File: src/rtl/pdp8_defs.svh
//**********************************************************
// PDP-8 accumulator widths and codes
//**********************************************************
`ifndef PDP8_DEFS_SVH
`define PDP8_DEFS_SVH

// machine word and EAE step counter
`define PDP8_WORD_W 12
`define PDP8_SC_W 5

// iterations of a multiply
`define PDP8_MUL_STEPS 12

// mode A shift count that saturates without iterating
`define PDP8_SHIFT_LIMIT 24

// major opcodes, instruction bits 0 to 2
`define PDP8_OP_AND 3'o0
`define PDP8_OP_TAD 3'o1
`define PDP8_OP_DCA 3'o3

// EAE mode A instructions, matched on the whole word
`define PDP8_EAE_MUL 12'o7405
`define PDP8_EAE_SHL 12'o7413
`define PDP8_EAE_ASR 12'o7415
`define PDP8_EAE_LSR 12'o7417

`endif

File: src/rtl/pdp8_ac_pkg.sv
//**********************************************************
// Accumulator datapath types
//**********************************************************
`include "pdp8_defs.svh"

package pdp8_ac_pkg;

    // bit 0 is the most significant, as on the machine
    typedef logic [0:`PDP8_WORD_W-1] word_t;

    // architectural state, 25 bits
    typedef struct packed {
        logic  link;
        word_t ac;
        word_t mq;  // multiplier-quotient
    } ac_state_t;

    // one command as offered by the processor
    typedef struct packed {
        word_t instr;
        word_t operand;  // memory data for memref and eae
    } ac_cmd_t;

    // EAE operations kept in mode A
    typedef enum logic [1:0] {
        EAE_MUL,
        EAE_SHL,
        EAE_ASR,
        EAE_LSR
    } eae_op_t;

endpackage

File: src/rtl/operate_microcode.sv
//**********************************************************
// Operate group 1 and group 3 micro-ops
//**********************************************************
`timescale 1ns/10ps

module operate_microcode (
    input  pdp8_ac_pkg::ac_cmd_t   cmd,
    input  pdp8_ac_pkg::ac_state_t state,
    output pdp8_ac_pkg::ac_state_t next
);

    pdp8_ac_pkg::word_t     instr;
    pdp8_ac_pkg::word_t     a1;       // ac after clear and complement
    logic                   l1;
    pdp8_ac_pkg::word_t     a2;       // ac after increment
    logic                   l2;
    pdp8_ac_pkg::ac_state_t g1_next;
    pdp8_ac_pkg::ac_state_t g3_next;
    logic [2:0]             g3_sel;

    assign instr  = cmd.instr;
    assign g3_sel = {instr[4], instr[5], instr[7]};  // cla, mqa, mql

    // group 1 first stages: clear, complement, then increment
    always_comb
    begin
        a1 = instr[4] ? '0 : state.ac;      // cla
        l1 = instr[5] ? 1'b0 : state.link;  // cll
        if (instr[6])
            a1 = ~a1;                       // cma
        if (instr[7])
            l1 = ~l1;                       // cml
        {l2, a2} = {l1, a1} + {12'd0, instr[11]};  // iac carries into link
    end

    // rotate field last
    always_comb
    begin
        g1_next.mq   = state.mq;
        g1_next.link = l2;
        g1_next.ac   = a2;
        case (instr[8:10])
            3'b001: g1_next.ac = {a2[6:11], a2[0:5]};                         // bsw
            3'b010: {g1_next.link, g1_next.ac} = {a2, l2};                    // ral
            3'b011: {g1_next.link, g1_next.ac} = {a2[1:11], l2, a2[0]};       // rtl
            3'b100: {g1_next.link, g1_next.ac} = {a2[11], l2, a2[0:10]};      // rar
            3'b101: {g1_next.link, g1_next.ac} = {a2[10], a2[11], l2, a2[0:9]};  // rtr
            default: ;  // unused codes keep the value
        endcase
    end

    // group 3 register transfers
    always_comb
    begin
        g3_next = state;
        case (g3_sel)
            3'b001:  // mql
            begin
                g3_next.mq = state.ac;
                g3_next.ac = '0;
            end
            3'b010: g3_next.ac = state.ac | state.mq;  // mqa
            3'b011:  // swp
            begin
                g3_next.mq = state.ac;
                g3_next.ac = state.mq;
            end
            3'b100: g3_next.ac = '0;  // cla
            3'b101:  // cam
            begin
                g3_next.mq = '0;
                g3_next.ac = '0;
            end
            3'b110: g3_next.ac = state.mq;  // acl
            3'b111:  // cla swp
            begin
                g3_next.mq = '0;
                g3_next.ac = state.mq;
            end
            default: ;  // nop
        endcase
    end

    always_comb
    begin
        if (instr[0:3] == 4'b1110)
            next = g1_next;
        else if ((instr[0:3] == 4'b1111) && instr[11] && (instr[8:10] == 3'b000))
            next = g3_next;
        else
            next = state;
    end

endmodule

File: src/rtl/memory_reference_alu.sv
//**********************************************************
// Memory reference AND, TAD, DCA
//**********************************************************
`timescale 1ns/10ps
`include "pdp8_defs.svh"

module memory_reference_alu (
    input  pdp8_ac_pkg::ac_cmd_t   cmd,
    input  pdp8_ac_pkg::ac_state_t state,
    output pdp8_ac_pkg::ac_state_t next
);

    logic [`PDP8_WORD_W:0] tad_sum;  // link and ac together

    // carry out of ac flips the link
    assign tad_sum = {state.link, state.ac} + {1'b0, cmd.operand};

    always_comb
    begin
        next = state;
        case (cmd.instr[0:2])
            `PDP8_OP_AND: next.ac = state.ac & cmd.operand;
            `PDP8_OP_TAD:
            begin
                next.link = tad_sum[`PDP8_WORD_W];
                next.ac   = tad_sum[`PDP8_WORD_W-1:0];
            end
            `PDP8_OP_DCA: next.ac = '0;  // ac already deposited
            default: ;
        endcase
    end

endmodule

File: src/rtl/eae_shift_multiply.sv
//**********************************************************
// EAE multiply and shift sequencer
//**********************************************************
`timescale 1ns/10ps
`include "pdp8_defs.svh"

module eae_shift_multiply (
    input  logic                    clk,
    input  logic                    reset,
    input  logic                    eae_start,
    input  pdp8_ac_pkg::eae_op_t    eae_op,
    input  logic [`PDP8_SC_W-1:0]   eae_count,
    input  pdp8_ac_pkg::ac_state_t  start_state,
    input  pdp8_ac_pkg::word_t      operand,
    output pdp8_ac_pkg::ac_state_t  result,
    output logic                    eae_finish
);

    pdp8_ac_pkg::ac_state_t work;          // working copy of link, ac, mq
    pdp8_ac_pkg::eae_op_t   op_q;
    pdp8_ac_pkg::word_t     multiplicand;
    logic [`PDP8_SC_W-1:0]  sc;            // step counter
    logic                   running;
    logic                   saturate;
    logic [`PDP8_WORD_W:0]  mul_sum;

    assign saturate = (eae_count >= `PDP8_SC_W'(`PDP8_SHIFT_LIMIT));
    assign mul_sum  = {1'b0, work.ac} + {1'b0, multiplicand};
    assign result   = work;

    // sequencing
    always_ff @(posedge clk)
    begin
        if (reset)
        begin
            running    <= 1'b0;
            eae_finish <= 1'b0;
            sc         <= '0;
        end
        else
        begin
            eae_finish <= 1'b0;
            if (eae_start)
            begin
                if (eae_op == pdp8_ac_pkg::EAE_MUL)
                begin
                    sc      <= `PDP8_SC_W'(`PDP8_MUL_STEPS);
                    running <= 1'b1;
                end
                else if (saturate)
                begin
                    sc         <= '0;
                    eae_finish <= 1'b1;  // nothing to iterate
                end
                else
                begin
                    sc      <= eae_count + `PDP8_SC_W'(1);
                    running <= 1'b1;
                end
            end
            else if (running)
            begin
                sc <= sc - `PDP8_SC_W'(1);
                if (sc == `PDP8_SC_W'(1))
                begin
                    running    <= 1'b0;
                    eae_finish <= 1'b1;
                end
            end
        end
    end

    // working registers
    always_ff @(posedge clk)
    begin
        if (eae_start)
        begin
            op_q         <= eae_op;
            multiplicand <= operand;
            work         <= start_state;
            case (eae_op)
                pdp8_ac_pkg::EAE_MUL: work.link <= 1'b0;
                pdp8_ac_pkg::EAE_ASR:
                    if (saturate)
                        work <= start_state.ac[0] ? '1 : '0;  // all sign bits
                    else
                        work.link <= start_state.ac[0];       // sign refills from link
                default:  // shl, lsr
                    if (saturate)
                        work <= '0;
                    else
                        work.link <= 1'b0;
            endcase
        end
        else if (running)
        begin
            case (op_q)
                pdp8_ac_pkg::EAE_MUL:
                    if (work.mq[11])
                        {work.ac, work.mq} <= {mul_sum, work.mq[0:10]};
                    else
                        {work.ac, work.mq} <= {1'b0, work.ac, work.mq[0:10]};
                pdp8_ac_pkg::EAE_SHL:
                    {work.link, work.ac, work.mq} <= {work.ac, work.mq, 1'b0};
                default:  // asr and lsr shift in the link
                    {work.ac, work.mq} <= {work.link, work.ac, work.mq[0:10]};
            endcase
        end
    end

endmodule

File: src/rtl/accumulator_registers.sv
//**********************************************************
// Link, ac and mq registers with dispatch
//**********************************************************
`timescale 1ns/10ps
`include "pdp8_defs.svh"

module accumulator_registers (
    input  logic                    clk,
    input  logic                    reset,
    input  logic                    cmd_valid,
    input  pdp8_ac_pkg::ac_cmd_t    cmd,
    input  pdp8_ac_pkg::ac_state_t  operate_next,
    input  pdp8_ac_pkg::ac_state_t  memref_next,
    input  pdp8_ac_pkg::ac_state_t  eae_result,
    input  logic                    eae_finish,
    output pdp8_ac_pkg::ac_state_t  state,
    output pdp8_ac_pkg::ac_cmd_t    cur_cmd,
    output logic                    eae_start,
    output pdp8_ac_pkg::eae_op_t    eae_op,
    output logic [`PDP8_SC_W-1:0]   eae_count,
    output logic                    busy,
    output logic                    done
);

    pdp8_ac_pkg::word_t instr;
    logic               accept;
    logic               is_group1;
    logic               is_group3;
    logic               is_memref;
    logic               is_eae;

    assign instr     = cmd.instr;
    assign cur_cmd   = cmd;
    assign accept    = cmd_valid && !busy;  // commands during busy are dropped
    assign is_group1 = (instr[0:3] == 4'b1110);
    assign is_group3 = (instr[0:3] == 4'b1111) && instr[11] && (instr[8:10] == 3'b000);
    assign is_memref = (instr[0:2] == `PDP8_OP_AND) || (instr[0:2] == `PDP8_OP_TAD) ||
                       (instr[0:2] == `PDP8_OP_DCA);
    assign eae_start = accept && is_eae;
    assign eae_count = cmd.operand[7:11];

    // exact EAE codes only
    always_comb
    begin
        is_eae = 1'b1;
        eae_op = pdp8_ac_pkg::EAE_MUL;
        case (instr)
            `PDP8_EAE_MUL: eae_op = pdp8_ac_pkg::EAE_MUL;
            `PDP8_EAE_SHL: eae_op = pdp8_ac_pkg::EAE_SHL;
            `PDP8_EAE_ASR: eae_op = pdp8_ac_pkg::EAE_ASR;
            `PDP8_EAE_LSR: eae_op = pdp8_ac_pkg::EAE_LSR;
            default: is_eae = 1'b0;
        endcase
    end

    always_ff @(posedge clk)
    begin
        if (reset)
        begin
            state <= '0;
            busy  <= 1'b0;
            done  <= 1'b0;
        end
        else
        begin
            done <= 1'b0;
            if (eae_finish)
            begin
                state <= eae_result;
                busy  <= 1'b0;
                done  <= 1'b1;
            end
            else if (accept)
            begin
                if (is_eae)
                    busy <= 1'b1;  // done waits for the sequencer
                else
                begin
                    done <= 1'b1;
                    if (is_group1 || is_group3)
                        state <= operate_next;
                    else if (is_memref)
                        state <= memref_next;
                end
            end
        end
    end

endmodule

File: src/rtl/pdp8_accumulator.sv
//**********************************************************
// Accumulator datapath top
//**********************************************************
`timescale 1ns/10ps
`include "pdp8_defs.svh"

module pdp8_accumulator (
    input  logic                    clk,
    input  logic                    reset,
    input  logic                    cmd_valid,
    input  pdp8_ac_pkg::ac_cmd_t    cmd,
    output pdp8_ac_pkg::ac_state_t  state,
    output logic                    busy,
    output logic                    done
);

    pdp8_ac_pkg::ac_cmd_t   cur_cmd;
    pdp8_ac_pkg::ac_state_t operate_next;
    pdp8_ac_pkg::ac_state_t memref_next;
    pdp8_ac_pkg::ac_state_t eae_result;
    pdp8_ac_pkg::eae_op_t   eae_op;
    logic [`PDP8_SC_W-1:0]  eae_count;
    logic                   eae_start;
    logic                   eae_finish;

    accumulator_registers regs (
        .clk(clk), .reset(reset), .cmd_valid(cmd_valid), .cmd(cmd),
        .operate_next(operate_next), .memref_next(memref_next),
        .eae_result(eae_result), .eae_finish(eae_finish),
        .state(state), .cur_cmd(cur_cmd), .eae_start(eae_start),
        .eae_op(eae_op), .eae_count(eae_count), .busy(busy), .done(done)
    );

    operate_microcode opr (.cmd(cur_cmd), .state(state), .next(operate_next));

    memory_reference_alu mri (.cmd(cur_cmd), .state(state), .next(memref_next));

    eae_shift_multiply eae (
        .clk(clk), .reset(reset), .eae_start(eae_start), .eae_op(eae_op),
        .eae_count(eae_count), .start_state(state), .operand(cur_cmd.operand),
        .result(eae_result), .eae_finish(eae_finish)
    );

endmodule

File: config.mk
export PLATFORM = sky130hd
export DESIGN_NAME = pdp8_accumulator
export DESIGN_NICKNAME = d
export VERILOG_FILES = /design/src/rtl/pdp8_ac_pkg.sv /design/src/rtl/operate_microcode.sv /design/src/rtl/memory_reference_alu.sv /design/src/rtl/eae_shift_multiply.sv /design/src/rtl/accumulator_registers.sv /design/src/rtl/pdp8_accumulator.sv
export VERILOG_INCLUDE_DIRS = /design/src /design/src/rtl
export SDC_FILE = /design/constraint.sdc
export NUM_CORES = 1
export LEC_CHECK = 0
export ABC_AREA = 1
export BUFFER_PORTS_ARGS = -buffer_cell sky130_fd_sc_hd__buf_2
export CAP_MARGIN = 30
export CORE_MARGIN = 4
export CORE_UTILIZATION = 45
export DETAILED_ROUTE_END_ITERATION = 12
export PLACE_DENSITY = 0.67
export SETUP_SLACK_MARGIN = 0.15
export SLEW_MARGIN = 20
export SYNTH_ARGS = -nofsm -noshare
export SYNTH_HDL_FRONTEND = slang
export SYNTH_SLANG_ARGS = --single-unit
File: constraint.sdc
create_clock -name clk -period 3.35 [get_ports clk]
set_input_delay 0.67 -clock clk [delete_from_list [all_inputs] [get_ports clk]]
set_output_delay 0.67 -clock clk [all_outputs]
set_load 0.05 [all_outputs]
## Word-level counts from Yosys, hierarchy flattened

Index checks and enable logic that the tools add are counted.

| operators by class | value |
|---|---|
| shift operators | 0 |
| mux-type cells | 47 |
| add/subtract/negate cells | 5 |
| equality and inequality tests | 29 |
| div/mod/pow operators | 0 |
| order comparisons | 1 |
| bitwise logic cells | 4 |
| reductions and logical operators | 32 |
| multipliers | 0 |

Operator list:

| kind | count |
|---|---|
| 2-to-1 mux 25 bit | 9 |
| 2-to-1 mux 24 bit | 4 |
| one-hot mux 24 bit (2 select lines) | 2 |
| one-hot mux 12 bit (3 select lines) | 2 |
| one-hot mux 12 bit (5 select lines) | 1 |
| == test 12 bit (second input constant) | 4 |
| 2-to-1 mux 12 bit | 2 |
| one-hot mux 12 bit (2 select lines) | 1 |
| 2-to-1 mux 1 bit | 20 |
| 2-to-1 mux 5 bit | 4 |
| == test 3 bit (second input constant) | 6 |
| == test 3 x 2 -> 1 bit (second input constant) | 5 |
| adder 12 x 12 -> 13 bit | 1 |
| adder 13 x 1 -> 13 bit | 1 |
| adder 13 x 12 -> 13 bit | 1 |
| bitwise AND 12 bit | 1 |
| NOT 12 bit | 1 |
| OR 12 bit | 1 |
| AND reduction 6 bit | 2 |
| nonzero test 2 bit | 5 |
| == test 3 x 1 -> 1 bit (second input constant) | 3 |
| nonzero test 3 bit | 3 |
| == test 4 bit (second input constant) | 2 |
| zero test 3 bit | 2 |
| 24 further kinds | 35 |

| word-level totals | value |
|---|---|
| register bits | 73 |
| output and inout bits | 27 |
| logic and storage cells | 131 |
| memories | 0 |
| bits in writable memories | 0 |
| latch bits | 0 |
| ROM bits | 0 |

## Depth between registers and ports, before layout

| depth | value |
|---|---|
| depth after elaboration | 10 |
| depth in mapped cells | 21 |
| depth with buffers taken out | 20 |

## Modules after synthesis

From an unflattened synthesis, not the netlist that was laid out.

| unflattened totals | value |
|---|---|
| cell total of the unflattened synthesis | 1409 |
| area, all modules | 8648.3 sq um |

Modules (own cells, without submodules):

| module | area each (sq um) | cells each | instances |
|---|---|---|---|
| eae_shift_multiply | 3155.5 | 396 | 1 |
| operate_microcode | 2255.9 | 432 | 1 |
| accumulator_registers | 2210.9 | 386 | 1 |
| memory_reference_alu | 1026.0 | 195 | 1 |

## Worst setup path before layout

OpenSTA, ideal clock, no wires.

| timing | value |
|---|---|
| kind | in2reg |
| from | input cmd[18] (netlist bit) |
| to | register eae.sc[4] |
| arrival | 2.485 ns |
| cell stages on the path | 10 |
| path buffers | 1 |
| setup slack | 0.762 ns |
| library setup time | 0.103 ns |
| cell sequence | buf_2 > inv_1 > nand3_2 > inv_2 > nand4_1 > nand2_1 > o21ai_1 > nand2_1 > nor2_1 > a2111oi_2 |

| between the ends | value |
|---|---|
| word-level cells in the longest chain between the ends | 5 |
| elaborated cells on any way between the ends | 12 |

RTL lines:

| what | RTL line | source |
|---|---|---|
| start, declared | pdp8_accumulator.sv:11 | `input pdp8_ac_pkg::ac_cmd_t cmd,` |
| == test 12 bit | accumulator_registers.sv:47 | `case (instr)` |
| one-hot mux 2 bit (3 select lines) or OR reduction 4 bit (tied branches) | n/a |  |
| zero test 2 bit or 2-to-1 mux 1 bit (tied branches) | eae_shift_multiply.sv:45, accumulator_registers.sv:47 |  |
| 2-to-1 mux 5 bit or logical AND 1 bit (tied branches) | eae_shift_multiply.sv:45, accumulator_registers.sv:39 |  |
| 2-to-1 mux 5 bit or nonzero test 2 bit (tied branches) | n/a |  |
| end signal, assigned | eae_shift_multiply.sv:47 | `` sc <= `PDP8_SC_W'(`PDP8_MUL_STEPS); `` |
| end signal, assigned | eae_shift_multiply.sv:57 | `` sc <= eae_count + `PDP8_SC_W'(1); `` |
| end signal, assigned | eae_shift_multiply.sv:63 | `` sc <= sc - `PDP8_SC_W'(1); `` |
| end, declared | eae_shift_multiply.sv:22 | `` logic [`PDP8_SC_W-1:0] sc; `` |

Parallel ways exist; a longest one is shown, timed or not.
A chain may end at the register's enable or synchronous reset.

## Worst setup path in the final report

| timing | value |
|---|---|
| from | input cmd[19] (netlist bit) |
| to | register regs.state[16] (netlist name) |

| between the ends | value |
|---|---|
| word-level cells in the longest chain between the ends | 10 |
| elaborated cells on any way between the ends | 30 |

RTL lines:

| what | RTL line | source |
|---|---|---|
| 2-to-1 mux 12 bit | operate_microcode.sv:27 | `a1 = instr[4] ? '0 : state.ac;` |
| NOT 12 bit | operate_microcode.sv:30 | `a1 = ~a1;` |
| 2-to-1 mux 12 bit | operate_microcode.sv:29 | `if (instr[6])` |
| adder 13 x 1 -> 13 bit | operate_microcode.sv:33 | `{l2, a2} = {l1, a1} + {12'd0, instr[11]};` |
| one-hot mux 12 bit (5 select lines) | operate_microcode.sv:42 | `case (instr[8:10])` |
| 2-to-1 mux 25 bit | operate_microcode.sv:86 | `if (instr[0:3] == 4'b1110)` |
| 2-to-1 mux 25 bit | accumulator_registers.sv:80 | `if (is_group1 \|\| is_group3)` |
| 2-to-1 mux 25 bit | accumulator_registers.sv:75 | `if (is_eae)` |
| 2-to-1 mux 25 bit | accumulator_registers.sv:73 | `else if (accept)` |
| 2-to-1 mux 25 bit | accumulator_registers.sv:67 | `if (eae_finish)` |

Parallel ways exist; a longest one is shown, timed or not. The select of a mux whose other input is x is not followed.

==> key figures <==
Power and ir drop
  • Logic pwr share: 0.163
  • Maximum VDD drop: 0.000239 V
  • Net Switching: 726 uW
  • Clock share of power: 0.454
  • Pint: 1800 uW
  • Sequential share of power: 0.383
  • Switching share of total power: 0.288
  • Pwr dens: 331 nW/um^2
  • Leak Pwr: 0.00342 uW

Synthesis
  • Average cell area after synthesis: 6.58 um^2
  • Yosys reg bits: 73
  • Mapped Cells: 1,034
  • Syn_nets: 1,092
  • Area contributors post-synth: edfxtp_1 (17%), nand2_1 (15%), dfxtp_1 (10%), a21oi_1 (8.7%), inv_1 (6.1%)
  • Async SR Flop Fraction: 0
  • Mapped Area: 6810 um^2
  • Yosys warning count: 0
  • Most common flop cell mapped by yosys: edfxtp_1
  • Post-synthesis sequential area ratio: 0.272
  • Library cells used by synthesis: 56
  • Synth top area share: 0.172
  • Cell taking the most area after synthesis: edfxtp_1
  • Number of flops mapped to enable cells by yosys: 39

Cells and area
  • Final net count: 1,142
  • Share of cells above drive strength 1: 0.146
  • Antenna cells: 0
  • Number of fillers in the final layout: 1,505
  • Area growth from synthesis to layout: 12.0%
  • Layout Cells excl Fill: 1,273

Worst setup path
  • CP top delay family: simple AND/OR/NAND/NOR gates
  • Reg2reg start: regs.state[12]
  • CP endpoint kind: register
  • WP data required: 3550 ps
  • Critical Path End: regs.state[16]
  • Most used cell, CP: nand2_1
  • Critical path class: in2reg
  • Flop2flop setup slack: 580 ps
  • Worst path max stage delay: 240 ps
  • Critical Path Start: cmd[19]
  • Worst R2R End: regs.state[16]
  • Stages on worst setup path: 20
  • Crit-path cells: buf_2, inv_2, nand2_1, xor2_1, inv_1, ha_1, ha_1, nand3_1, inv_2, nand2_2, nor2_4, nand3_1, nand2_1, inv_2, nand2_1, nand3_1, nand2_1, nand2_1, nand2_1, a21oi_1
  • Worst path bufs/invs: 5
  • Crit-path max FO: 21
  • Startpoint types: input port
  • Slowest-stage cell, CP: inv_2
  • Reg2reg path depth: 18
  • Data arrival, critical path: 2980 ps

Hold path
  • Min-delay src: eae.sc[3]
  • Hold Path Class: reg2reg

Route
  • Wire per inst: 19.2 um
  • Routed via count: 7,595
  • Routed Antenna Nets: 0
  • 1st-pass router iterations: 6
  • DR vias/cell: 5.97
  • DR iter-0 viols: 1,067
  • Final wirelength: 24.4 mm
  • DRC viols: 0

CTS
  • Root Buffer: clkbuf_16
  • CTS tree: yes
  • Clock transition at path regs: 60 ps
  • Post-CTS setup buffer count: 0
  • CTS sink cnt: 73
  • Worst skew pair latency: 350 ps
  • H-tree levels: 3
  • Post-cts resize count: 0
  • TritonCTS buffer count: 9
  • Hold_buf cts: 0
  • Maximum root-to-sink buffer count: 2

Global routing
  • Global-route wire length before repair: 38.1 mm
  • GRT Resource Usage Total: 0.288
  • Grt total ovfl: 0
  • Vias in the first global route: 6,699
  • Pin count of the biggest net entering global routing: 30
  • Antenna violations before repair: 0

Timing
  • Fin crit share: 0.830
  • Final Hold Fails: 0
  • Final WS setup: 569 ps
  • Actual slew at the worst max-slew pin: 777 ps
  • Clk_skew: 8.64 ps
  • Min Tclk post-route: 2780 ps
  • RSZ-0062 raised after global routing: false
  • Final hold slack: 494 ps
  • Setup_tns: 0 ps
  • Final Setup Violations: 0
  • Max-slew headroom: 0.482
  • Max Freq: 0.360 GHz
  • Pins Over Slew Limit: 0

Run status
  • Status: completed

Floorplan
  • Initial cell density of the core: 0.463
  • Die Ht: 131 um
  • Top-Level Pins: 54
  • Core ar.: 14,700 um^2
  • DIE WIDTH: 131 um
  • Die area: 17,200 um^2
  • Rows: 44

Placed design
  • Placed Cells: 1,257
  • GPL Wtd Cong: 0.995
  • DP Worst Slack: 266 ps
  • Port bufs: 53
  • DP Wirelength: 18.7 mm

Run
  • Max-cap violations: 0
worst min path at each step:
stage	to	slack (ps)	cells past startpoint
finish	eae.sc[3]	490	2
floorplan	eae.sc[3]	470	2
detailed placement	eae.sc[3]	490	2
CTS	eae.sc[3]	500	2
global placement	eae.sc[3]	490	2
global route	eae.sc[3]	520	2
per-layer routing:
metal / wire length (um) / up-vias / global-route usage
met3: 2340 / 63 / 0.0313
met4: 826 / 0 / 0.113
met5: 0 / - / 0
met2: 10900 / 420 / 0.439
li1: - / 3625 / -
met1: 10400 / 3487 / 0.416
registers in the layout, summed over array words and instances, names as in the netlist:
name,cells
eae.eae_finish,1
eae.multiplicand,12
eae.op_q,2
eae.result,25
eae.running,1
eae.sc,5
regs.busy,1
regs.done,1
regs.state,25
worst reg2reg max path, delay by kind of cell, from the launching register on:
kind / cells / cell delay, ps
and+or+nand+nor: 11 / 1160
DFF: 1 / 660
adders and majority gates: 2 / 380
buffers and inverters: 3 / 220
xor gates and xnor gates: 1 / 160
AOI/OAI and AO/OA: 1 / 60
per-stage QoR:
stage,utilization,instance area (um^2),total power [uW]
floorplan,-,6810,1260
global placement,0.495,7280,1390
detailed placement,0.495,7280,1390
CTS,0.519,7630,2510
global route,0.519,7630,2600
finish,0.519,7630,2530
cell families (layout without fill, tap and decap cells):
group	after synthesis	after routing	synth area share
AO/OA/AOI/OAI	264	264	0.231
flip-flops	73	73	0.272
adder cells (fa/ha/maj)	31	31	0.0592
AND/OR/NAND/NOR	481	481	0.316
buffers and inverters	169	224	0.101
XOR/XNOR	16	16	0.0217
power groups by stage:
stage / Combinational [uW] / Clock (uW) / Sequential, uW
after floorplan: 262 / 0 / 997
after global placement: 402 / 0 / 985
after detailed placement: 402 / 0 / 985
after CTS: 404 / 1150 / 965
after global routing: 455 / 1180 / 966
final: 412 / 1150 / 966
cell usage after synthesis (all sizes together), types with 12 or more instances:
cell type / n
edfxtp: 39
a21oi: 120
a32oi: 12
a31oi: 12
nand2: 279
ha: 29
dfxtp: 34
nand3: 87
nor3: 16
o21ai: 74
xor2: 13
inv: 130
buf: 21
clkbuf: 15
nor2: 74
area by class of cell:
cell class,count,area [um^2],area share
Multi-Input combinational cell,792,4270,0.560
Clock buffer,10,229,0.0300
Timing Repair Buffer,75,430,0.0564
Sequential cell,73,1850,0.243
Inverter,133,499,0.0655
Clock inverter,6,116,0.0153
Tap cell,184,230,0.0302
cells in the final DEF (no fill, tap or decap), types with 3 or more instances in the layout:
cell type | Yosys | routed
nand3_2 | 4 | 4
nand2_1 | 267 | 267
o22ai_1 | 5 | 5
o21ai_1 | 17 | 17
nand4_1 | 10 | 10
nor2_4 | 4 | 4
a22oi_1 | 4 | 4
o211ai_1 | 4 | 4
nor2_1 | 62 | 62
ha_1 | 29 | 29
inv_1 | 111 | 111
nor2_2 | 8 | 8
inv_2 | 19 | 19
buf_4 | 1 | 22
a21oi_1 | 119 | 119
xor2_1 | 13 | 13
nor3_1 | 11 | 11
a221oi_2 | 4 | 4
buf_2 | 15 | 53
a221oi_1 | 7 | 7
nor3_2 | 3 | 3
or2_2 | 3 | 3
a211oi_1 | 4 | 4
a31oi_1 | 12 | 12
o2111ai_1 | 3 | 3
and2_4 | 3 | 3
nand2_2 | 12 | 12
clkinv_1 | 3 | 3
bufinv_16 | 0 | 3
o21bai_1 | 4 | 4
edfxtp_1 | 39 | 39
clkinv_4 | 0 | 3
and2_1 | 4 | 4
a32oi_1 | 12 | 12
dfxtp_1 | 34 | 34
o31ai_1 | 3 | 3
o21ai_0 | 56 | 56
nand3_1 | 83 | 83
clkbuf_16 | 0 | 9
Note: power is estimated with default switching activity, not from simulation.
